===== src/hdl/soc_pkg.sv =====
package soc_pkg;

  // bus and datapath widths
  localparam int PC_W   = 10;  // program word address
  localparam int INSN_W = 16;  // instruction word
  localparam int DATA_W = 8;   // data byte, accumulator

  localparam int PROG_DEPTH = 1 << PC_W;    // program ram words
  localparam int DMEM_DEPTH = 1 << DATA_W;  // data ram bytes

  // uart bit time, kept short for simulation
  // a 27 MHz board at 115200 baud wants about 234
  localparam int CLKS_PER_BIT = 16;
  localparam int UART_CNT_W   = $clog2(CLKS_PER_BIT);

  // memory mapped registers at the bottom of data space
  localparam logic [DATA_W-1:0] MMIO_OUT_ADDR  = 8'd0;  // cpu_out port
  localparam logic [DATA_W-1:0] MMIO_TX_ADDR   = 8'd1;  // store starts uart tx
  localparam logic [DATA_W-1:0] MMIO_STAT_ADDR = 8'd2;  // bit 0 is tx busy

  // end of program marker, never written to ram
  localparam logic [INSN_W-1:0] PROG_END_WORD = 16'hffff;

endpackage


===== src/hdl/mem_bus_if.sv =====
`timescale 1ns/1ps

// one master's port into program ram
interface mem_bus_if import soc_pkg::*; ();

  logic              req;     // single cycle, or held until granted
  logic              we;      // loader writes only
  logic [PC_W-1:0]   addr;
  logic [INSN_W-1:0] wdata;
  logic [INSN_W-1:0] rdata;   // good while rvalid is high
  logic              rvalid;  // one cycle after an accepted read

  modport master (output req, we, addr, wdata, input rdata, rvalid);

  modport slave (input req, we, addr, wdata, output rdata, rvalid);

endinterface


===== src/hdl/prog_loader.sv =====
`timescale 1ns/1ps

module prog_loader import soc_pkg::*; (
  input  logic              sys_clk,
  input  logic              rst_n,
  input  logic [DATA_W-1:0] rx_data,
  input  logic              rx_strobe,
  mem_bus_if.master         bus,
  output logic              load_done
);

  logic              phase;      // 0 waits for high byte, 1 for low byte
  logic [INSN_W-1:0] word_q;     // two most recent bytes
  logic [INSN_W-1:0] word_next;
  logic [PC_W-1:0]   wr_addr;    // next free program word
  logic              pair_end;   // low byte arriving now

  assign word_next = {word_q[DATA_W-1:0], rx_data};
  assign pair_end  = rx_strobe && phase;

  assign bus.we    = bus.req;  // never reads
  assign bus.addr  = wr_addr;
  assign bus.wdata = word_q;

  always_ff @(posedge sys_clk or negedge rst_n) begin
    if (!rst_n) begin
      phase     <= 1'b0;
      bus.req   <= 1'b0;
      load_done <= 1'b0;
      wr_addr   <= '0;
    end else begin
      bus.req <= pair_end && word_next != PROG_END_WORD;  // one cycle after the strobe
      if (rx_strobe) begin
        phase     <= ~phase;
        load_done <= 1'b0;  // any byte starts a new load
      end
      if (pair_end && word_next == PROG_END_WORD) begin
        load_done <= 1'b1;  // terminator, nothing written
        wr_addr   <= '0;
      end else if (bus.req) begin
        wr_addr <= wr_addr + PC_W'(1);
      end
    end
  end

  always_ff @(posedge sys_clk) begin
    if (rx_strobe) begin
      word_q <= word_next;  // high byte shifts up
    end
  end

endmodule


===== src/flat_wrapper.sv =====
// flat-port wrapper written by rule: the top's interface ports become plain ports
module prog_loader_flat import soc_pkg::*;
  (sys_clk, rst_n, rx_data, rx_strobe, load_done, bus_req, bus_we, bus_addr, bus_wdata, bus_rdata, bus_rvalid);
  mem_bus_if bus_i ();
  input  logic sys_clk;
  input  logic rst_n;
  input  logic [DATA_W-1:0] rx_data;
  input  logic rx_strobe;
  output logic load_done;
  output wire logic [$bits(bus_i.req)-1:0] bus_req;
  output wire logic [$bits(bus_i.we)-1:0] bus_we;
  output wire logic [$bits(bus_i.addr)-1:0] bus_addr;
  output wire logic [$bits(bus_i.wdata)-1:0] bus_wdata;
  input wire logic [$bits(bus_i.rdata)-1:0] bus_rdata;
  input wire logic [$bits(bus_i.rvalid)-1:0] bus_rvalid;
  assign bus_req = bus_i.req;
  assign bus_we = bus_i.we;
  assign bus_addr = bus_i.addr;
  assign bus_wdata = bus_i.wdata;
  assign bus_i.rdata = bus_rdata;
  assign bus_i.rvalid = bus_rvalid;
  prog_loader u_core (.sys_clk(sys_clk), .rst_n(rst_n), .rx_data(rx_data), .rx_strobe(rx_strobe), .bus(bus_i), .load_done(load_done));
endmodule

===== config.mk =====
export PLATFORM = sky130hd
export DESIGN_NAME = prog_loader_flat
export DESIGN_NICKNAME = d
export VERILOG_FILES = /design/src/hdl/soc_pkg.sv /design/src/hdl/mem_bus_if.sv /design/src/hdl/prog_loader.sv /design/src/flat_wrapper.sv
export SDC_FILE = /design/constraint.sdc
export NUM_CORES = 1
export LEC_CHECK = 0
export BUFFER_PORTS_ARGS = -buffer_cell sky130_fd_sc_hd__buf_2
export CAP_MARGIN = 20
export CORE_AREA = 2 2 52 54
export DETAILED_ROUTE_END_ITERATION = 16
export DIE_AREA = 0 0 54 56
export HOLD_SLACK_MARGIN = 0.15
export PLACE_DENSITY_LB_ADDON = 0.15
export SYNTH_ARGS = -nofsm -noshare
export SYNTH_HDL_FRONTEND = slang
export SYNTH_SLANG_ARGS = --single-unit
export TNS_END_PERCENT = 20

===== constraint.sdc =====
create_clock -name sys_clk -period 3.63 [get_ports sys_clk]
set_input_delay 0.5445 -clock sys_clk [delete_from_list [all_inputs] [get_ports sys_clk]]
set_output_delay 0.5445 -clock sys_clk [all_outputs]
set_load 0.1 [all_outputs]

== Word-level counts from Yosys, hierarchy flattened ==
Index checks and enable logic that the tools add are counted.

* ROM bits: 0
* Latch bits: 0
* Output and inout port bits: 29
* Input port bits: 28
* Flip-flop bits (word level): 29
* RAM bits: 0
* Memories: 0

* Divide/modulo/power cells: 0
* Reduce and logical (&&, ||, !) cells: 5
* $mul: 0
* $add $sub $neg: 1
* Shift operators: 0
* Equality and inequality tests: 2
* Bitwise operators: 1
* $lt $le $gt $ge: 0
* Multiplexer cells: 4

{| class="wikitable"
|+ Operator list
! operator !! number
|-
| $mux 10 || 2
|-
| $eq 16x16->1 const B || 1
|-
| $ne 16x16->1 const B || 1
|-
| $add 10x1->10 const B || 1
|-
| $reduce_bool 2->1 || 2
|-
| $logic_and 1x1->1 || 3
|-
| $mux 1 || 2
|-
| $not 1->1 || 1
|}

== Longest topological paths before layout ==
Gate-level depths: netlist of the first run.

* Depth in word-level cells: 3
* Mapped depth: 5
* Gate-level depth less buffers: 5

== Worst setup path before layout of the first run ==
OpenSTA, ideal clock, no wires.

* Kind: register to register
* Start point: reg u_core.wr_addr[0] (netlist: u_core.bus.addr[0])
* End point: reg u_core.wr_addr[8] (netlist: u_core.bus.addr[8])
* Setup time: 121 ps
* Buffers on the path: 0
* Path slack: 1551 ps
* Period minus slack after synthesis: 2079 ps
* Data arrival time: 1958 ps
* Cell stages (with the launch flop): 6
* Cells stage by stage: dfrtp_1 ha_1 and3_1 or3b_1 xnor2_1 nor2_1

* Longest elaborated chain between the ends: 3

{| class="wikitable"
|+ RTL lines
! item !! line !! RTL
|-
| start: declaration || prog_loader.sv:15 || <nowiki>logic [PC_W-1:0] wr_addr;</nowiki>
|-
| start signal: assignment || prog_loader.sv:41 || <nowiki>wr_addr <= wr_addr + PC_W'(1);</nowiki>
|-
| $add 10x1->10 || prog_loader.sv:41 ||
|-
| $mux 10 || prog_loader.sv:40 || <nowiki>end else if (bus.req) begin</nowiki>
|-
| $mux 10 || prog_loader.sv:37 || <nowiki>if (pair_end && word_next == PROG_END_WORD) begin</nowiki>
|}

No other way between the ends. The select of a mux whose other input is x is not followed.
A chain may end at the register's enable or synchronous reset.

== Worst setup path in the final report of the first run ==
* Start point: reg u_core.bus.req
* End point: out bus_we

{| class="wikitable"
|+ RTL lines
! item !! line !! RTL
|-
| start: declaration || mem_bus_if.sv:13 || <nowiki>modport master (output req, we, addr, wdata, input rdata, rvalid);</nowiki>
|-
| start signal: assignment || prog_loader.sv:28 || <nowiki>bus.req <= 1'b0;</nowiki>
|-
| start signal: assignment || prog_loader.sv:32 || <nowiki>bus.req <= pair_end && word_next != PROG_END_WORD;</nowiki>
|-
| end: declaration || flat_wrapper.sv:11 || <nowiki>output wire logic [$bits(bus_i.we)-1:0] bus_we;</nowiki>
|}

No word-level cell between the ends.

==> results of run 1 <==
-- worst max-delay path by stage --
| stage | to | slack [ns] | depth (start not counted) |
|---|---|---|---|
| finish | bus_we | 1.80 | 1 |
| global route | u_core.bus.addr[0]$_DFFE_PN0P_ | 1.57 | 4 |
| CTS | u_core.bus.addr[0]$_DFFE_PN0P_ | 1.74 | 4 |
| detailed placement | u_core.bus.addr[0]$_DFFE_PN0P_ | 1.49 | 5 |
| global placement | u_core.bus.addr[2]$_DFFE_PN0P_ | 1.57 | 5 |
| floorplan | u_core.bus.addr[8]$_DFFE_PN0P_ | 1.55 | 5 |
-- final cells by class --
cell class | count | area (sq um) | area share, %
sequential | 29 | 806 | 56.9
multi-input combinational | 42 | 287 | 20.2
timing repair buffer | 40 | 205 | 14.5
clock buffer | 7 | 65.1 | 4.59
tap | 30 | 37.5 | 2.65
inverter | 3 | 11.3 | 0.795
clock inverter | 1 | 5.00 | 0.353
-- layer usage --
layer / wire length (um) / track usage [%]
met1: 848 / 17.5
met5: 0 / 0
met2: 913 / 20.7
met4: 55 / 9.64
met3: 133 / 5.91
-- stage by stage --
step	setup WS, ns	instances	util [%]
floorplan	1.55	76	-
finish	1.80	152	58.2
global placement	1.57	143	54.9
CTS	1.74	152	58.2
detailed placement	1.49	143	54.9
global route	1.57	152	58.2
-- logic make-up after synthesis --
logic type	after synthesis
multiplexers	1
adder cells (fa/ha/maj)	1
AND/OR/NAND/NOR	29
XOR/XNOR	10
buffers and inverters	5
flip-flops	29
AO/OA/AOI/OAI	1
-- state kept, by name (all words and copies together), names as in the netlist --
signal            cells
u_core.bus.wdata     16
u_core.bus.addr      10
u_core.bus.req        1
u_core.load_done      1
u_core.phase          1
-- what timing repair did --
action                    in CTS  in global routing
buffers inserted               0                  0
hold buffers                   1                  0
hold endpoints to repair      13                  0
-- cells in the final DEF, fill, tap and decap left out, types with 2 or more instances in the layout --
master	count
inv_1	3
xor2_1	5
dfrtp_1	13
nand4_1	5
nand2_1	4
clkbuf_8	2
nor2_1	13
edfxtp_1	16
clkbuf_4	5
buf_2	39
xnor2_1	5
==> metrics.txt, run 1 <==
Worst EP arrival=1.28 ns; CP Buf/Inv Count=1; Setup TNS Final=0 ns; layout cells sized above 1=41.0%; CP peak stage delay=0.49 ns; Setup crit end kind=output pin; I/O pin count=57; max-slew violations=0; syn avg cell area=14.7 sq um; worst-skew pair later-pin latency=0.32 ns; largest net degree at the start of global routing=20; fillcell total=227; Placeable Area=2430 sq um; average vias per placed instance=4.82; Final HPWL DP=1430 um; status=complete, no violations; Worst R2R End=u_core.bus.addr[0]$_DFFE_PN0P_; final worst path period need=1.83 ns; critical path data required time=3.09 ns; max_slew headroom=48.4%; Synth area leaders=edfxtp_1 43%, dfrtp_1 29%, nor2_1 4.4%; drt wl/cell=12.8 um; reg2reg start=u_core.bus.wdata[4]$_DFFE_PP_; number of global-route vias before repair=702; remaining global-route overflow=0; CP top delay family=flip-flops; final setup violation count=0; ys flop type=edfxtp_1; critical path launch point=u_core.bus.req$_DFF_PN0_; initial antenna violation count=0; synthesis-stage register bit count=29; ANT nets after route=0; Synth area leader=edfxtp_1; Layout area overhead=26.9%; Nets=150; DRT Pass-1 Iters=4; die height=56 um; FF-to-FF path depth=4; maxcap violations=0; CTS resizes=0; Die ar.=3020 sq um; reg2reg setup slack=1.83 ns; simple-gate portion of the synthesized area=15.1%; critical path cell sequence=buf_2; Fin Clk Skew=0.00310 ns; Worst Hold Launch=rx_data[4]; post-synthesis mux area share=0.897%; Netlist Area Pre-Place=1120 sq um; TritonCTS clock tree=done; Worst Tran Pin Value=0.772 ns; Adder-Cell Fraction of Synth Area=1.12%; diode count=0; Clock Tree Buf Depth=2; RSZ-0062 raised after global routing=false; via count=733; critical path peak fanout=7; Clock Sink Count=29; Post-Syn Nets=105; Port Buffers=39; cell with the most instances after synthesis=edfxtp_1; Yosys top cell area share=43.0%; main combinational cell family by area after synthesis=simple AND/OR/NAND/NOR gates; Setup crit start kind=register; drt total wl=1950 um; WHS Path Cells=1; top post-synthesis cells by count=16 x edfxtp_1, 13 x dfrtp_1, 13 x nor2_1; register area share after synthesis=72.2%; number of synthesized flops with an enable pin=16; DRC=0; WHS Endpoint=u_core.bus.wdata[4]$_DFFE_PP_; CTS buffer count=5; Final Hold Viols=0; fmax=0.547 GHz; CTS clk-pin slew, worst paths=0.09 ns; die width=54 um; HP Class=input pin to register; H-Tree Depth=2; Crit Path Class=register to output pin; placed cell area=1340 sq um; Worst Hold Slack=0.412 ns; row count=18; DRT iter0 DRCs=4; Final Instance Area=1420 sq um; period utilisation layout=50.4%; Yosys cell types=20; Total GRT Usage=14.5%; XOR/XNOR Fraction of Synth Area=7.85%; CTS root buf=clkbuf_4; critical path's slowest cell=dfrtp_1; Synth Area in Compound Gates=0.673%; Ys Warns=0; first-pass GRT wire length=3030 um; Post-synth ARST share=44.8%; Final GP Congestion=0.726; Starting Density=45.9%; post-synthesis cell count=76
Power of run 1 is not shown: default switching activity piles up to over one toggle a cycle in this logic, so the estimate is an artifact.
==> run 2: changes to the inputs <==
Settings changed: CORE_AREA 2 2 52 54 to 2 2 54 56, DIE_AREA 0 0 54 56 to 0 0 56 58.
Clock period 3.63 ns to 1.7 ns, I/O delays scaled along.
==> metrics.txt, run 2 (synthesis gave the netlist of run 1 again) <==
status=complete, no violations (unchanged); max_slew headroom=67.5% (was 48.4%); fillcell total=232 (was 227); DRC=0 (unchanged); Starting Density=41.9% (was 45.9%); PD cells=2170 nW/um^2; area of the multi-input gates=295 sq um (was 287 sq um); row count=19 (was 18); sequential share of power=33.0%; Worst R2R End=u_core.bus.addr[8]$_DFFE_PN0P_ (was u_core.bus.addr[0]$_DFFE_PN0P_); drt wl/cell=12.5 um (was 12.8 um); met2 Use GR=21.8% (was 20.7%); final worst path period need=1.61 ns; via count=749 (was 733); most common cell after layout, fill and taps aside=buf_2 (unchanged); TritonCTS clock tree=done (unchanged); switch share=53.6%; fmax=0.620 GHz; reg2reg start=u_core.bus.addr[0]$_DFFE_PN0P_ (was u_core.bus.wdata[4]$_DFFE_PP_); I/O pin count=57 (unchanged); worst-skew pair later-pin latency=0.31 ns (was 0.32 ns); Nets=160 (was 150); leak pwr=0.661 nW; Layout area overhead=38.3% (was 26.9%); Final HPWL DP=1450 um (was 1430 um); Crit Path Class=input pin to register (was register to output pin); RSZ-0062 raised after global routing=false (unchanged); WHS Path Cells=1 (unchanged); Worst Tran Pin Value=0.490 ns (was 0.772 ns); Worst Hold Slack=0.271 ns (was 0.412 ns); clock power share=17.5%; number of global-route vias before repair=743 (was 702); ANT nets after route=0 (unchanged); met3 usage=5.58% (was 5.91%); WHS Endpoint=u_core.bus.wdata[1]$_DFFE_PP_ (was u_core.bus.wdata[4]$_DFFE_PP_); VDD IR max=1.97 mV; number of flip-flops in the largest register=16 (unchanged); diode count=0 (unchanged); CTS clk-pin slew, worst paths=0.09 ns (about the same); initial antenna violation count=0 (unchanged); Placeable Area=2660 sq um (was 2430 sq um); combinational fraction of design power=49.5%; final setup violation count=0 (unchanged); die width=56 um (was 54 um); post-layout util=58.0% (was 58.2%); largest net degree at the start of global routing=14 (was 20); Final Hold Viols=0 (unchanged); net load switching power=1.79 mW; critical path data required time=1.90 ns (was 3.09 ns); layout cells sized above 1=43.2% (was 41.0%); period utilisation layout=94.9%; commonest cells after routing, fill and taps aside=39 x buf_2, 16 x edfxtp_1, 13 x nor2_1 (was 39 x buf_2, 16 x edfxtp_1, 13 x nor2_1, 13 x dfrtp_1); Setup crit end kind=register (was output pin); Final Instance Area=1540 sq um (was 1420 sq um); Port Buffers=39 (unchanged); HP Class=input pin to register (unchanged); Clock Tree Buf Depth=2 (unchanged); Reg area=810 sq um (was 806 sq um); Total GRT Usage=13.9% (was 14.5%); drt total wl=2040 um (was 1950 um); PnR Total Power=3.35 mW; placed cell area=1360 sq um (was 1340 sq um); Clock Sink Count=29 (unchanged); reg2reg setup slack=0.25 ns (was 1.83 ns); Worst Hold Launch=rx_strobe (was rx_data[4]); FF-to-FF path depth=5 (was 4); M1 GR Usage=16.6% (was 17.5%); maxcap violations=0 (unchanged); Fin Clk Skew=0.00700 ns (was 0.00310 ns); DRT iter0 DRCs=9 (was 4); average vias per placed instance=4.60 (was 4.82); Internal Power=1.55 mW; Worst EP arrival=1.82 ns (was 1.28 ns); DRT Pass-1 Iters=4 (unchanged); Final GP Congestion=0.717 (was 0.726); remaining global-route overflow=0 (unchanged); Setup crit start kind=input pin (was register); CTS root buf=clkbuf_4 (unchanged); H-Tree Depth=2 (unchanged); first-pass GRT wire length=3370 um (was 3030 um); Die ar.=3250 sq um (was 3020 sq um); die height=58 um (was 56 um); max-slew violations=0 (unchanged); critical path peak fanout=11 (was 7); CTS buffer count=5 (unchanged); gr busiest metal=met2 (unchanged)
run 2: changes by cell type in the layout (fill, tap and decap cells not counted):
| cell | delta |
|---|---|
| dlygate4sd3_1 | +8 |
| dfrtp_1 | -3 |
| dfrtp_2 | +3 |
| buf_4 | +2 |
| bufinv_16 | +1 |
| clkbuf_8 | -1 |
| clkinv_2 | -1 |
| clkinvlp_4 | +1 |
| nor2b_1 | -1 |
| nor2b_2 | +1 |
| nor4_1 | -1 |
| nor4_2 | +1 |
run 2: worst max path at each step:
stage | from | end | slack (ns)
after floorplan | u_core.bus.wdata[0]$_DFFE_PP_ | u_core.bus.addr[5]$_DFFE_PN0P_ | -0.23
after global placement | u_core.bus.addr[0]$_DFFE_PN0P_ | u_core.bus.addr[8]$_DFFE_PN0P_ | 0.27
after detailed placement | u_core.bus.wdata[0]$_DFFE_PP_ | u_core.bus.addr[0]$_DFFE_PN0P_ | 0.22
after CTS | rx_data[5] | u_core.bus.addr[0]$_DFFE_PN0P_ | 0.03
after global routing | rx_data[6] | u_core.bus.addr[9]$_DFFE_PN0P_ | 0.03
final | rx_data[5] | u_core.bus.addr[0]$_DFFE_PN0P_ | 0.09
run 2: what timing repair did:
action | CTS | global route
setup endpoints to repair | 0 | 11
gates resized for setup | 0 | 1
hold buffers | 9 | 0
setup buffers | 0 | 0
hold endpoints to repair | 21 | 0
run 2: layout make-up:
class | instances | share of cell area (%)
clock buffers | 6 | 3.32
well taps | 31 | 2.51
clock inverters | 2 | 2.43
repair buffers | 50 | 19.4
flip-flops and latches | 29 | 52.4
multi-input cells | 42 | 19.1
inverters | 3 | 0.729
run 2: power groups by stage:
stage          clock, mW  combinational [mW]  sequential, mW
2_1_floorplan          0               0.321            2.20
3_3_place_gp           0                1.64            1.11
3_5_place_dp           0                1.65            1.12
4_1_cts            0.600                1.67            1.11
5_1_grt            0.635                1.73            1.14
6_report           0.584                1.66            1.11
run 2: metal layers:
metal | wire, um | vias to the layer above
met4 | 21 | 0
met3 | 147 | 2
li1 | - | 376
met2 | 987 | 26
met5 | 0 | -
met1 | 882 | 345
run 2: stage by stage:
stage	std cells	setup TNS, ns	setup WS, ns
after CTS	163	0	0.0321
after global placement	146	0	0.272
after global routing	163	0	0.0344
after floorplan	76	-2.38	-0.229
after detailed placement	146	0	0.222
final	163	0	0.0866
run 2: critical path: stages:
cell	delay, ns
dlygate4sd3_1	0.53
buf_2	0.12
nand4_1	0.12
nor4_2	0.36
nor2b_2	0.20
buf_4	0.18
nor2_1	0.06
Power figures use the tool's default switching activity.
