===== src/hdl/soc_pkg.sv =====
package soc_pkg;

  // bus and datapath widths
  localparam int PC_W   = 10;  // program word address
  localparam int INSN_W = 16;  // instruction word
  localparam int DATA_W = 8;   // data byte, accumulator

  localparam int PROG_DEPTH = 1 << PC_W;    // program ram words
  localparam int DMEM_DEPTH = 1 << DATA_W;  // data ram bytes

  // uart bit time, kept short for simulation
  // a 27 MHz board at 115200 baud wants about 234
  localparam int CLKS_PER_BIT = 16;
  localparam int UART_CNT_W   = $clog2(CLKS_PER_BIT);

  // memory mapped registers at the bottom of data space
  localparam logic [DATA_W-1:0] MMIO_OUT_ADDR  = 8'd0;  // cpu_out port
  localparam logic [DATA_W-1:0] MMIO_TX_ADDR   = 8'd1;  // store starts uart tx
  localparam logic [DATA_W-1:0] MMIO_STAT_ADDR = 8'd2;  // bit 0 is tx busy

  // end of program marker, never written to ram
  localparam logic [INSN_W-1:0] PROG_END_WORD = 16'hffff;

endpackage


===== src/hdl/uart.sv =====
`timescale 1ns/1ps

module uart import soc_pkg::*; (
  input  logic              sys_clk,
  input  logic              rst_n,
  input  logic              rx,
  output logic              tx,
  output logic [DATA_W-1:0] rx_data,
  output logic              rx_strobe,
  input  logic [DATA_W-1:0] tx_data,
  input  logic              tx_strobe,
  output logic              tx_busy
);

  logic [1:0]            rx_sync;    // [1] is the clean line
  logic                  rx_active;  // inside a frame
  logic [3:0]            rx_bit;     // 0 start, 1..8 data, 9 stop
  logic [UART_CNT_W-1:0] rx_cnt;     // clocks to next sample point
  logic [DATA_W-1:0]     rx_shift;   // lsb arrives first
  logic [9:0]            tx_frame;   // {stop, data, start}, bit 0 on the line
  logic [3:0]            tx_bit;
  logic [UART_CNT_W-1:0] tx_cnt;

  assign rx_data = rx_shift;  // holds from strobe until next data bit
  assign tx      = tx_frame[0];

  always_ff @(posedge sys_clk or negedge rst_n) begin
    if (!rst_n) begin
      rx_sync <= 2'b11;  // idle line is high
    end else begin
      rx_sync <= {rx_sync[0], rx};
    end
  end

  // rx sequencer, samples every bit at its middle
  always_ff @(posedge sys_clk or negedge rst_n) begin
    if (!rst_n) begin
      rx_active <= 1'b0;
      rx_bit    <= 4'd0;
      rx_cnt    <= '0;
      rx_strobe <= 1'b0;
    end else begin
      rx_strobe <= 1'b0;
      if (!rx_active) begin
        if (!rx_sync[1]) begin  // start bit edge
          rx_active <= 1'b1;
          rx_bit    <= 4'd0;
          rx_cnt    <= UART_CNT_W'(CLKS_PER_BIT / 2 - 1);  // half a bit
        end
      end else if (rx_cnt != '0) begin
        rx_cnt <= rx_cnt - UART_CNT_W'(1);
      end else begin
        rx_cnt <= UART_CNT_W'(CLKS_PER_BIT - 1);
        rx_bit <= rx_bit + 4'd1;
        if (rx_bit == 4'd0 && rx_sync[1]) begin
          rx_active <= 1'b0;  // glitch, line back high
        end else if (rx_bit == 4'd9) begin
          rx_active <= 1'b0;  // middle of stop bit, no framing check
          rx_strobe <= 1'b1;
        end
      end
    end
  end

  always_ff @(posedge sys_clk) begin
    if (rx_active && rx_cnt == '0 && rx_bit != 4'd0 && rx_bit != 4'd9) begin
      rx_shift <= {rx_sync[1], rx_shift[DATA_W-1:1]};
    end
  end

  // tx, strobe is dropped while a frame is going out
  always_ff @(posedge sys_clk or negedge rst_n) begin
    if (!rst_n) begin
      tx_frame <= '1;
      tx_busy  <= 1'b0;
      tx_bit   <= 4'd0;
      tx_cnt   <= '0;
    end else if (!tx_busy) begin
      if (tx_strobe) begin
        tx_frame <= {1'b1, tx_data, 1'b0};
        tx_busy  <= 1'b1;
        tx_bit   <= 4'd0;
        tx_cnt   <= UART_CNT_W'(CLKS_PER_BIT - 1);
      end
    end else if (tx_cnt != '0) begin
      tx_cnt <= tx_cnt - UART_CNT_W'(1);
    end else begin
      tx_cnt   <= UART_CNT_W'(CLKS_PER_BIT - 1);
      tx_frame <= {1'b1, tx_frame[9:1]};  // refill with idle ones
      tx_bit   <= tx_bit + 4'd1;
      if (tx_bit == 4'd9) begin
        tx_busy <= 1'b0;  // stop bit done, 10 bit times total
      end
    end
  end

endmodule


===== config.mk =====
export PLATFORM = sky130hd
export DESIGN_NAME = uart
export DESIGN_NICKNAME = d
export VERILOG_FILES = /design/src/hdl/soc_pkg.sv /design/src/hdl/uart.sv
export SDC_FILE = /design/constraint.sdc
export NUM_CORES = 1
export LEC_CHECK = 0
export BUFFER_PORTS_ARGS = -buffer_cell sky130_fd_sc_hd__buf_2
export CAP_MARGIN = 5
export CELL_PAD_IN_SITES_DETAIL_PLACEMENT = 0
export CELL_PAD_IN_SITES_GLOBAL_PLACEMENT = 1
export CORE_MARGIN = 2
export CORE_UTILIZATION = 50
export CTS_BUF_LIST = sky130_fd_sc_hd__clkbuf_8
export DETAILED_ROUTE_END_ITERATION = 8
export PLACE_DENSITY_LB_ADDON = 0.15
export RECOVER_POWER = 25
export SYNTH_ARGS = -nofsm -noshare
export SYNTH_HDL_FRONTEND = slang
export SYNTH_SLANG_ARGS = --single-unit

===== constraint.sdc =====
create_clock -name sys_clk -period 3.9 [get_ports sys_clk]
set_input_delay 0.78 -clock sys_clk [delete_from_list [all_inputs] [get_ports sys_clk]]
set_output_delay 0.78 -clock sys_clk [all_outputs]
set_load 0.01 [all_outputs]

## Yosys cells after proc, flatten, opt, wreduce, memory -nomap -nowiden

Index checks and enable logic that the tools add are counted.

- Bits in registers: 39
- Latch bits: 0
- Bits in writable memories: 0
- Memory bits (read-only): 0
- Input port bits: 12
- Word-level logic and storage cells: 60
- Memories kept: 0

- Add/subtract/negate cells: 4
- Multipliers: 0
- Divide/modulo/power cells: 0
- Order comparisons: 0
- Equality and inequality tests: 6
- Shift operators: 0
- Muxes and demuxes: 28
- Bitwise gates (word level): 0
- Reductions and logical operators: 12

Operator list:

| kind | count |
|---|---|
| two-way mux 4 bit | 12 |
| two-way mux 10 bit | 3 |
| two-way mux 1 bit | 13 |
| nonzero test 4 bit | 3 |
| adder 4 x 1 -> 4 bit, second input constant | 2 |
| equality test 4 bit, second input constant | 2 |
| zero test 4 bit | 2 |
| subtractor 4 x 1 -> 4 bit, second input constant | 2 |
| logical AND 1 bit | 4 |
| inequality test 2 bit, second input constant | 2 |
| inequality test 4 bit, second input constant | 1 |
| AND reduction 2 bit | 2 |
| inequality test 2 x 1 -> 1 bit, second input constant | 1 |
| nonzero test 2 bit | 1 |

## Logic depth before layout (Yosys ltp)

Gate-level depths: netlist (run 1).

- Depth in word-level cells: 5
- Gate-level depth with buffers: 6
- Gate-level depth less buffers: 5

## Worst setup path before layout (run 1)

OpenSTA, ideal clock, no wires.

- Path kind: register -> register
- Start: reg rx_cnt[0]
- End: reg rx_shift[0] (netlist: rx_data[0]), enable pin
- Arrival: 1.313 ns
- Slack: 2.216 ns
- Cell stages (with the launch flop): 6
- Path buffers: 1
- Cell sequence: dfrtp_1 > inv_1 > ha_1 > nand4bb_4 > buf_6 > nor2_1

- Word-level cells in the longest chain between the ends: 4

RTL lines:

| item | line | source |
|---|---|---|
| start: declaration | uart.sv:18 | `logic [UART_CNT_W-1:0] rx_cnt;` |
| start signal: assignment | uart.sv:48 | `rx_cnt <= UART_CNT_W'(CLKS_PER_BIT / 2 - 1);` |
| start signal: assignment | uart.sv:51 | `rx_cnt <= rx_cnt - UART_CNT_W'(1);` |
| start signal: assignment | uart.sv:53 | `rx_cnt <= UART_CNT_W'(CLKS_PER_BIT - 1);` |
| zero test 4 bit | uart.sv:66 | `if (rx_active && rx_cnt == '0 && rx_bit != 4'd0 && rx_bit != 4'd9) begin` |
| logical AND 1 bit (3 in a row) | uart.sv:66 |  |
| end signal: assignment | uart.sv:67 | `rx_shift <= {rx_sync[1], rx_shift[DATA_W-1:1]};` |
| end: declaration | uart.sv:19 | `logic [DATA_W-1:0] rx_shift;` |

Every way passes these cells.
A chain may end at the register's enable or synchronous reset.

## Final worst setup path (run 1)

- Start: reg tx_busy
- End: out tx_busy

RTL lines:

| item | line | source |
|---|---|---|
| start: declaration | uart.sv:12 | `output logic tx_busy` |
| start signal: assignment | uart.sv:75 | `tx_busy <= 1'b0;` |
| start signal: assignment | uart.sv:81 | `tx_busy <= 1'b1;` |
| start signal: assignment | uart.sv:92 | `tx_busy <= 1'b0;` |

No word-level cell between the ends.

==> results of run 1 <==
-- final timing paths --
path / from / endpoint / slack, ns / depth (start not counted)
hold / removal: rx_sync[0] / rx_sync[1] / 0.37 / 0
setup / recovery: tx_busy / tx_busy / 1.79 / 1
hold reg to reg: rx_sync[0] / rx_sync[1] / 0.37 / 0
min in group asynchronous: rst_n / tx_busy / 0.88 / 1
max in group asynchronous: rst_n / tx_bit[0] / 2.12 / 1
setup reg to reg: tx_busy / tx_bit[1] / 1.86 / 3
-- flip-flops by register name, summed over array words and instances (netlist names), 2 cells and up --
| signal | count |
|---|---|
| rx_data | 8 |
| rx_bit | 4 |
| tx_bit | 4 |
| tx_cnt | 4 |
| tx_frame | 9 |
| rx_sync | 2 |
| rx_cnt | 4 |
-- metal layers --
layer | track usage [%] | up-vias
met3 | 3.214 | 5
met5 | 0 | -
met4 | 6.522 | 0
li1 | - | 571
met2 | 23.95 | 22
met1 | 20.16 | 518
-- stage by stage --
| stage | power, W | setup slack [ns] |
|---|---|---|
| 6_report | 0.001296 | 1.789 |
| 5_1_grt | 0.001411 | 1.685 |
| 4_1_cts | 0.001318 | 1.754 |
| 3_5_place_dp | 0.001065 | 1.863 |
| 3_3_place_gp | 0.001047 | 1.938 |
| 2_1_floorplan | 0.0009777 | 2.216 |
-- cells by family (layout without fill, tap and decap cells) --
family                   after synthesis  after routing  synth area share [%]
AND/OR/NAND/NOR                       46             46                 15.85
flip-flops                            38             38                 57.07
AO/OA/AOI/OAI                         28             28                 9.453
buffers and inverters                 17             40                 5.330
multiplexers                          11             11                 6.326
adder cells (fa/ha/maj)                7              7                 4.975
XOR/XNOR                               2              2                0.9952
-- final cells by class --
type                       instances  share of cell area (%)
clock inverter                     3                  0.6410
clock buffer                       5                   3.526
multi-input combinational         94                   33.91
timing repair buffer              22                   5.577
sequential                        38                   51.47
tap                               46                   2.949
inverter                          10                   1.923
-- placed cells by master (no fill, tap or decap), drive strengths merged, types with 7 or more instances in the layout --
cell,n
a21oi,8
o21ai,11
dfrtp,19
nor2,9
mux2i,10
ha,7
nand3,9
buf,21
inv,11
edfxtp,8
dfstp,11
-- power by group --
group | switching (W) | internal (W)
combinational | 0.000174 | 0.000190
sequential | 0.000115 | 0.000573
clock | 0.000124 | 0.000120
total | 0.000414 | 0.000883
==> summary.txt, run 1 <==
CTS tree: built
First-pass GRT wire length: 4774 um
Post-CTS Resized: 0
Top cells by count, synth: dfrtp_1, dfstp_2, inv_1, mux2i_1
Max Cap Violations: 1
Syn_nets: 168
Worst Clk Skew: 0.002531 ns
Fraction of layout cells with a size suffix above 1: 23.26%
Setup bufs post-CTS: 0
Die ar.: 4011 sq um
Met1 WL: 1399 um
Total grt overflow: 0
Fin. max-slew vios: 31
Clk slew on worst S/H paths: 0.07 ns
Sequential share of the synthesized area: 57.07%
Routed length per instance: 12.37 um
Hold Buf Count CTS: 0
Die Y: 63.34 um
Gpl congestion: 0.7420
Min-Delay Path Class: flop to flop
Cts bufs inserted: 5
H-Tree Depth: 2
Critical path's top delay family: flip-flops
Max VDD drop: 0.3501 mV
Setup violators final: 0
Final ANT Viol Nets: 0
FILL cells: 308
Multi-input gate area: 661.9 sq um
Failing checks: capacitance limit, slew limit
#FFs+latches synth: 38
CP cell instances: buf_2
Synth top area share: 27.01%
Final wirelength: 2696 um
DR pass1 iterations: 4
Status: finished, violations left
Max stage delay on crit path: 0.80 ns
Synth area leaders: dfrtp_1, dfstp_2, edfxtp_1
Worst skew pair latency: 0.28 ns
Design Area, Final: 1952 sq um
Post-route setup TNS: 0 ns
Sequential cell area: 1005 sq um
Crit share post-route: 54.13%
Finished Core Util: 58.04%
RSZ-0062 raised after global routing: false
Worst Setup Start Kind: flop
# DRC: 0
Clock sink count: 38
Detail-routed via count per cell: 5.119
Placed Area: 1872 sq um
# IOs: 23
CP Data Required Time: 3.12 ns
Die Wd: 63.34 um
Gr usage total: 15.16%
Slew headroom: -3.684%
YS warnings: 0
Pin count of the biggest net entering global routing: 31
Leading area contributor after synthesis: dfrtp_1
Area added between synthesis and finish: 10.87%
Nets: 190
Asr flop ratio synth: 78.95%
Post-DP HPWL: 1860 um
Max Used Layer: met4
Pleak: 0.9250 nW
Worst hold margin: 0.3725 ns
Final Hold Fails: 0
Yosys cell types: 37
Core Area: 3363 sq um
WP buf/inv: 1
Crit path kind: flop to output pin
Max Fanout on Critical Path: 20
Pwr dens: 664.2 nW/um^2
Vias in the first global route: 1,102
Row count: 21
Initial cell density of the core: 52.34%
CTS Buffer Depth: 2
Final Non-Filler Cells: 218
Number of synthesized flops with an enable pin: 8
Mean Syn Cell Area: 11.82 sq um
Most numerous cell in the Yosys netlist: dfrtp_1
Antenna cells: 0
Endpoint type of the worst setup path: output pin
Met2 wire length: 1166 um
IO buf count: 22
Synth Cell Area: 1760 sq um
Fmax: 473.7 MHz
Placed insts: 210
Slew @ Worst Pin: 1.555 ns
Violation count after the first detailed-routing iteration: 34
Critical Path Slowest Stage Cell: dfrtp_1
DR vias: 1,116
Predominant post-synthesis flop cell: dfrtp_1
Root Driver: clkbuf_8
Met3 WL post-DR: 92 um
Antenna violations before repair: 0
Mapped Cells: 149
Critical Path AT: 1.33 ns
Fin crit period: 2.111 ns
(Power assumes the default switching activity.)
==> run 2: changes to the inputs <==
--- a/config.mk
+++ b/config.mk
@@ -10,7 +10,7 @@
 export CELL_PAD_IN_SITES_DETAIL_PLACEMENT = 0
 export CELL_PAD_IN_SITES_GLOBAL_PLACEMENT = 1
 export CORE_MARGIN = 2
-export CORE_UTILIZATION = 50
+export CORE_UTILIZATION = 47
 export CTS_BUF_LIST = sky130_fd_sc_hd__clkbuf_8
 export DETAILED_ROUTE_END_ITERATION = 8
 export PLACE_DENSITY_LB_ADDON = 0.15
==> constraint.sdc (replaced) <==
create_clock -name sys_clk -period 2.2 [get_ports sys_clk]
set_input_delay 0.44 -clock sys_clk [delete_from_list [all_inputs] [get_ports sys_clk]]
set_output_delay 0.44 -clock sys_clk [all_outputs]
set_load 0.01 [all_outputs]
==> run 2 against run 1 <==
Net effect:
- global-route usage up 0.39 points
- via count up 2.1%
- clock-buffer cell count up 1
- the flow still finishes with violations (capacitance limit, slew limit)
==> summary.txt, run 2 (synthesis gave the netlist of run 1 again) <==
Pin count of the biggest net entering global routing: 31 (unchanged)
Hold Buf Count CTS: 0 (unchanged)
Critical Path Slowest Stage Cell: nor2_1
DR vias: 1,139 (+2.1%)
Die ar.: 4251 sq um (+6.0%)
Gr usage total: 15.55% (+0.39 points)
CTS Buffer Depth: 2 (unchanged)
Final Non-Filler Cells: 222 (+1.8%)
Setup violators final: 0 (unchanged)
Gpl congestion: 0.7948 (+7.1%)
Slew headroom: -2.783% (+0.90 points)
Setup bufs post-CTS: 0 (unchanged)
IO buf count: 22 (unchanged)
Failing checks: capacitance limit, slew limit
Setup crit end: rx_data[6]
Final wirelength: 2849 um (+5.7%)
Post-CTS Resized: 0 (unchanged)
Root Driver: clkbuf_8
Pleak: 0.9396 nW (+1.6%)
Status: finished, violations left
Fraction of layout cells with a size suffix above 1: 25.29% (+2.0 points)
Total grt overflow: 0 (unchanged)
Detail-routed via count per cell: 5.131 (+0.22%)
Psw: 0.0007402 W (+79%)
Post-DP HPWL: 2026 um (+8.9%)
Fmax: 543.9 MHz
Endpoint type of the worst setup path: flop
Initial cell density of the core: 48.45% (-3.9 points)
Crit path kind: flop to flop
Crit share post-route: 83.57%
Commonest non-fill, non-tap cells in the layout: buf_2, dfrtp_1, inv_1, dfstp_2, mux2i_1
Clk slew on worst S/H paths: 0.07 ns (about the same)
Fin crit period: 1.839 ns
Die Wd: 65.20 um (+2.9%)
Worst skew pair latency: 0.28 ns (about the same)
GR peak layer: met2
Register share of total power: 51.9% (-1.2 points)
Largest register FFs: 9 (unchanged)
Met2 Use GR: 24.49% (+0.54 points)
Fin. max-slew vios: 31 (unchanged)
Comb pwr share: 28.1% (about the same)
Post-route setup TNS: 0 ns (unchanged)
Nets: 192 (+1.1%)
Crit path launch: rx_cnt[0]
DR pass1 iterations: 4 (unchanged)
Reg2reg setup slack: 0.36 ns (-1.50 ns)
Max Fanout on Critical Path: 11 (-45%)
CP cell instances: inv_1, ha_1, nand4bb_4, nor2_1
Switching part of the total: 31.56% (-0.34 points)
Cts bufs inserted: 5 (unchanged)
Largest Register: tx_frame
Antenna violations before repair: 0 (unchanged)
H-Tree Depth: 2 (unchanged)
Slew @ Worst Pin: 1.542 ns (-0.01351 ns)
Internal Power: 0.001605 W (+82%)
Clock sink count: 38 (unchanged)
Min-Delay Path Class: input pin to flop
Worst Setup Start Kind: flop
Placed insts: 214 (+1.9%)
Min-delay src: rx
Pwr dens: 1185 nW/um^2 (+78%)
Core Area: 3633 sq um (+8.0%)
Row count: 22 (+4.8%)
R2R depth: 4 (+1)
Met3 usage: 3.596% (+0.38 points)
RR Startpoint: rx_cnt[0]
Hold depth: 1 (+1)
Final WS setup: 0.3614 ns (-1.427 ns)
CTS tree: built
Final Hold Fails: 0 (unchanged)
Die Y: 65.20 um (+2.9%)
M1 GR Usage: 21.86% (+1.7 points)
Max stage delay on crit path: 0.55 ns (-0.25 ns)
Routed length per instance: 12.83 um (+3.8%)
Max Cap Violations: 1 (unchanged)
# DRC: 0 (unchanged)
Final ANT Viol Nets: 0 (unchanged)
Clk network pwr share: 20.0% (+1.2 points)
Violation count after the first detailed-routing iteration: 71 (+110%)
R2r endpoint: rx_data[6]
Worst Clk Skew: 0.004629 ns (+0.002098 ns)
Critical Path AT: 1.75 ns (+0.42 ns)
Max VDD drop: 0.5377 mV (+54%)
Power, Total: 0.002345 W (+81%)
RSZ-0062 raised after global routing: false
Antenna cells: 0 (unchanged)
Place WS: 0.3538 ns (-1.509 ns)
# IOs: 23 (unchanged)
Commonest non-fill, non-tap cell in the layout: buf_2
First-pass GRT wire length: 5126 um (+7.4%)
Area added between synthesis and finish: 12.44%
CP Data Required Time: 2.11 ns (-1.01 ns)
Vias in the first global route: 1,143 (+3.7%)
-- run 2: cell count changes in the layout (fill, tap and decap cells not counted), sizes merged --
cell,change
buf,+2
clkbuf,+1
clkinv,-1
-- run 2: area by class of cell --
class	instances	area, sq um
repair buffers	24	123.9
flip-flops and latches	38	1005
clock inverters	2	8.758
well taps	48	60.06
fillers	350	1654
inverters	10	37.54
clock buffers	6	82.58
multi-input cells	94	661.9
-- run 2: power groups by stage --
stage               clock, W  sequential, W  combinational [W]
finish              0.000468        0.00122           0.000659
global route        0.000525        0.00126           0.000780
CTS                 0.000486        0.00122           0.000671
detailed placement         0        0.00123           0.000671
global placement           0        0.00121           0.000647
floorplan                  0        0.00118           0.000550
-- run 2: worst max-delay path, delay by kind of cell, from the launching register on --
kind | cells | cell delay (ns)
and+or+nand+nor | 2 | 0.76
adders and majority gates | 1 | 0.24
buffers and inverters | 1 | 0.08
DFF | 1 | 0.39
-- run 2: metal layers --
metal  up-vias  routed length [um]
met5         -                   0
met4         0                  28
met3         4                 127
met2        23                1312
met1       538                1381
li1        574                   -
-- run 2: how the worst min path moves through the flow --
stage	to	slack, ns
6_report	rx_sync[0]	0.26
3_5_place_dp	rx_sync[1]	0.35
4_1_cts	tx_cnt[0]	0.21
2_1_floorplan	rx_active	0.14
3_3_place_gp	rx_sync[1]	0.35
5_1_grt	rx_sync[0]	0.24
-- run 2: per-stage QoR --
stage	cell area, sq um	hold slack (ns)	utilization (%)
floorplan	1760	0.1444	-
global placement	1889	0.3452	52.00
detailed placement	1889	0.3496	52.00
CTS	1981	0.2083	54.51
global route	1979	0.2381	54.48
finish	1979	0.2563	54.48
==> run 3: changes to the inputs <==
--- a/config.mk
+++ b/config.mk
@@ -5,12 +5,13 @@
 export SDC_FILE = /design/constraint.sdc
 export NUM_CORES = 1
 export LEC_CHECK = 0
+export ABC_AREA = 1
 export BUFFER_PORTS_ARGS = -buffer_cell sky130_fd_sc_hd__buf_2
 export CAP_MARGIN = 5
 export CELL_PAD_IN_SITES_DETAIL_PLACEMENT = 0
 export CELL_PAD_IN_SITES_GLOBAL_PLACEMENT = 1
 export CORE_MARGIN = 2
-export CORE_UTILIZATION = 47
+export CORE_UTILIZATION = 41
 export CTS_BUF_LIST = sky130_fd_sc_hd__clkbuf_8
 export DETAILED_ROUTE_END_ITERATION = 8
 export PLACE_DENSITY_LB_ADDON = 0.15
==> constraint.sdc (replaced) <==
create_clock -name sys_clk -period 1.55 [get_ports sys_clk]
set_input_delay 0.31 -clock sys_clk [delete_from_list [all_inputs] [get_ports sys_clk]]
set_output_delay 0.31 -clock sys_clk [all_outputs]
set_load 0.01 [all_outputs]
==> run 3 against run 2 <==
Net effect:
- the flow now finishes without violations
- design area is 9.9% higher
- register-to-register slack worse by 0.27 ns
- critical endpoint is now rx_data[0]
- clock power is 120% higher
- combinational power is 87% higher
- critical path depth is 3 higher
- largest power group unchanged
- largest cell class unchanged
- utilization is 3.5 points lower
==> summary.txt, run 3 <==
Status: finished, final reports clean
Most numerous cell in the Yosys netlist: nand2_1
Number of synthesized flops with an enable pin: 8 (unchanged)
Hold Buf Count CTS: 0 (unchanged)
Largest register FFs: 9 (unchanged)
Crit path kind: flop to flop
Internal Power: 0.002608 W (+62%)
Slew @ Worst Pin: 0.7732 ns (-0.7686 ns)
Clock sink count: 38 (unchanged)
Fraction of layout cells with a size suffix above 1: 26.52% (+1.2 points)
Row count: 24 (+9.1%)
Top cells by count, synth: nand2_1, nand3_1, dfrtp_1
Switching part of the total: 33.54% (+2.0 points)
Pin count of the biggest net entering global routing: 31 (unchanged)
Max stage delay on crit path: 0.40 ns (-0.15 ns)
# DRC: 0 (unchanged)
Fmax: 687.6 MHz (+26%)
Die Wd: 70.02 um (+7.4%)
Worst Setup Start Kind: flop
Commonest non-fill, non-tap cells in the layout: nand2_1, nand3_1, buf_2
WP buf/inv: 2 (+1)
Cts bufs inserted: 5 (unchanged)
Post-route setup TNS: 0 ns (unchanged)
Worst hold margin: 0.1109 ns (-0.1454 ns)
CTS Buffer Depth: 2 (unchanged)
Pwr dens: 1805 nW/um^2 (+52%)
Commonest non-fill, non-tap cell in the layout: nand2_1
Min-Delay Path Class: input pin to flop
Die ar.: 4902 sq um (+15%)
Synth top area share: 26.61% (-0.40 points)
Area added between synthesis and finish: 21.71%
Routed length per instance: 12.32 um (-4.0%)
DR vias: 1,360 (+19%)
Worst skew pair latency: 0.29 ns (about the same)
Max VDD drop: 0.6360 mV (+18%)
Critical Path Slowest Stage Cell: dfrtp_1
Clk slew on worst S/H paths: 0.08 ns (about the same)
Violation count after the first detailed-routing iteration: 88 (+24%)
Setup violators final: 0 (unchanged)
Worst Hold End: rx_sync[0]
Psw: 0.001316 W (+78%)
R2r endpoint: rx_data[0]
Critical Path AT: 1.47 ns (-0.28 ns)
Crit share post-route: 93.83% (+10 points)
Mean Syn Cell Area: 9.210 sq um (-22%)
Sequential share of the synthesized area: 56.23% (-0.84 points)
RSZ-0062 raised after global routing: false
Worst Clk Skew: 0.008937 ns (+0.004308 ns)
Gpl congestion: 0.7696 (-3.2%)
Final wirelength: 3475 um (+22%)
Hold depth: 1 (unchanged)
Pleak: 1.072 nW (+14%)
YS warnings: 0 (unchanged)
Root Driver: clkbuf_8
Finished Core Util: 51.00% (-3.5 points)
Total grt overflow: 0 (unchanged)
Sequential cell area: 1005 sq um (unchanged)
Endpoint type of the worst setup path: flop
Register share of total power: 42.6% (-9.3 points)
Comb pwr share: 31.4% (+3.3 points)
Cell mode on critical path: nand2_2
DR pass1 iterations: 4 (unchanged)
Multi-input gate area: 714.4 sq um (+7.9%)
Syn_nets: 213 (+27%)
R2R depth: 7 (+3)
Detail-routed via count per cell: 4.823 (-6.0%)
Fin crit period: 1.454 ns (-0.3842 ns)
RR Startpoint: rx_cnt[0]
CP cell instances: inv_2, ha_4, nand2_2, nor2_4, nand2_2, nor3b_4, buf_6
Mapped Cells: 194 (+30%)
Max Fanout on Critical Path: 8 (-3)
Leading area contributor after synthesis: dfrtp_1
Max Cap Violations: 0 (-1)
Core Area: 4264 sq um (+17%)
Die Y: 70.02 um (+7.4%)
Initial cell density of the core: 41.90% (-6.5 points)
H-Tree Depth: 2 (unchanged)
#FFs+latches synth: 38 (unchanged)
Min-delay src: rx
Antenna violations before repair: 0 (unchanged)
Largest Register: tx_frame
Fin. max-slew vios: 0 (-100%)
FILL cells: 399 (+14%)
Vias in the first global route: 1,241 (+8.6%)
CTS tree: built
Post-DP HPWL: 2432 um (+20%)
First-pass GRT wire length: 5982 um (+17%)
Slew headroom: 48.45% (+51 points)
Antenna cells: 0 (unchanged)
Predominant post-synthesis flop cell: dfrtp_1
Final Hold Fails: 0 (unchanged)
Crit path launch: rx_cnt[0]
Reg2reg setup slack: 0.1 ns (-0.27 ns)
Critical path's top delay family: simple AND/OR/NAND/NOR gates
Yosys cell types: 23 (-38%)
Synth area leaders: dfrtp_1, dfstp_2, nand2_1
Clk network pwr share: 25.9% (+5.9 points)
Final ANT Viol Nets: 0 (unchanged)
Asr flop ratio synth: 78.95% (unchanged)
# IOs: 23 (unchanged)
CP Data Required Time: 1.57 ns (-0.54 ns)
Gr usage total: 15.53% (-0.026 points)
Nets: 248 (+29%)
Synth Cell Area: 1787 sq um (+1.5%)
IO buf count: 22 (unchanged)
-- run 3: cell count changes after synthesis, sizes merged, moves of 2 or more --
cell / before / now
nand3: 9 / 22
a22o: 2 / 0
nand2b: 3 / 0
nand2: 6 / 70
nand3b: 5 / 1
nor3: 6 / 0
a21oi: 8 / 2
nor2: 9 / 15
inv: 10 / 19
mux2i: 10 / 0
o21ai: 11 / 8
nand4bb: 2 / 0
nand4: 1 / 3
buf: 7 / 3
-- run 3: routing by layer --
layer | wire length, um | track usage [%]
met1 | 1785 | 23.61
met4 | 49 | 5.128
met2 | 1445 | 21.06
met5 | 0 | 0
met3 | 195 | 4.618
-- run 3: kinds of logic (layout without fill, tap and decap cells) --
kind of cell / Yosys count / in the layout / share of synthesized area (%)
compound gates: 13 / 13 / 3.992
xor+xnor: 2 / 2 / 0.9806
fa+ha+maj: 7 / 7 / 4.902
buf+inv: 22 / 58 / 5.812
flops: 38 / 38 / 56.23
simple gates: 112 / 112 / 28.08
-- run 3: layout make-up --
cell class	instances	share of cell area [%]
clock buffer	5	3.165
clock inverter	3	3.165
inverter	19	3.395
multi-input combinational	134	32.85
sequential	38	46.20
tap	52	2.992
timing repair buffer	31	8.228
-- run 3: worst max path at each step --
stage / to / slack, ns / depth (start not counted)
after global placement: rx_data[5] / 0.04 / 7
final: rx_data[0] / 0.1 / 7
after detailed placement: rx_data[1] / 0.02 / 7
after global routing: rx_data[0] / 0.007 / 7
after floorplan: rx_data[0] / 0.004 / 6
after CTS: rx_data[0] / 0.005 / 7
-- run 3: worst reg2reg max path: stages, from the launching register on --
cell,delay [ns]
dfrtp_1,0.40
inv_2,0.09
ha_4,0.13
nand2_2,0.07
nor2_4,0.10
nand2_2,0.08
nor3b_4,0.17
buf_6,0.15
-- run 3: power groups by stage --
stage	Sequential, W	Clock, W	Combinational (W)
after detailed placement	0.00169	0	0.00118
after floorplan	0.00165	0	0.000923
after global placement	0.00168	0	0.00113
final	0.00167	0.00102	0.00123
after CTS	0.00167	0.00105	0.00118
after global routing	0.00172	0.00109	0.00144
-- run 3: timing repair --
action | in CTS | in global routing
gates resized for setup | 0 | 2
setup buffers | 0 | 4
endpoints found under the setup margin | 0 | 18
-- run 3: stage by stage --
step                      setup slack [ns]  instances  instance area [sq um]  total power, W
after floorplan                   0.003767        194                   1818        0.002571
after global placement             0.04446        270                   2001        0.002810
after detailed placement           0.01797        270                   2001        0.002864
after CTS                         0.004978        278                   2138        0.003901
after global routing              0.007175        282                   2175        0.004255
final                              0.09559        282                   2175        0.003924
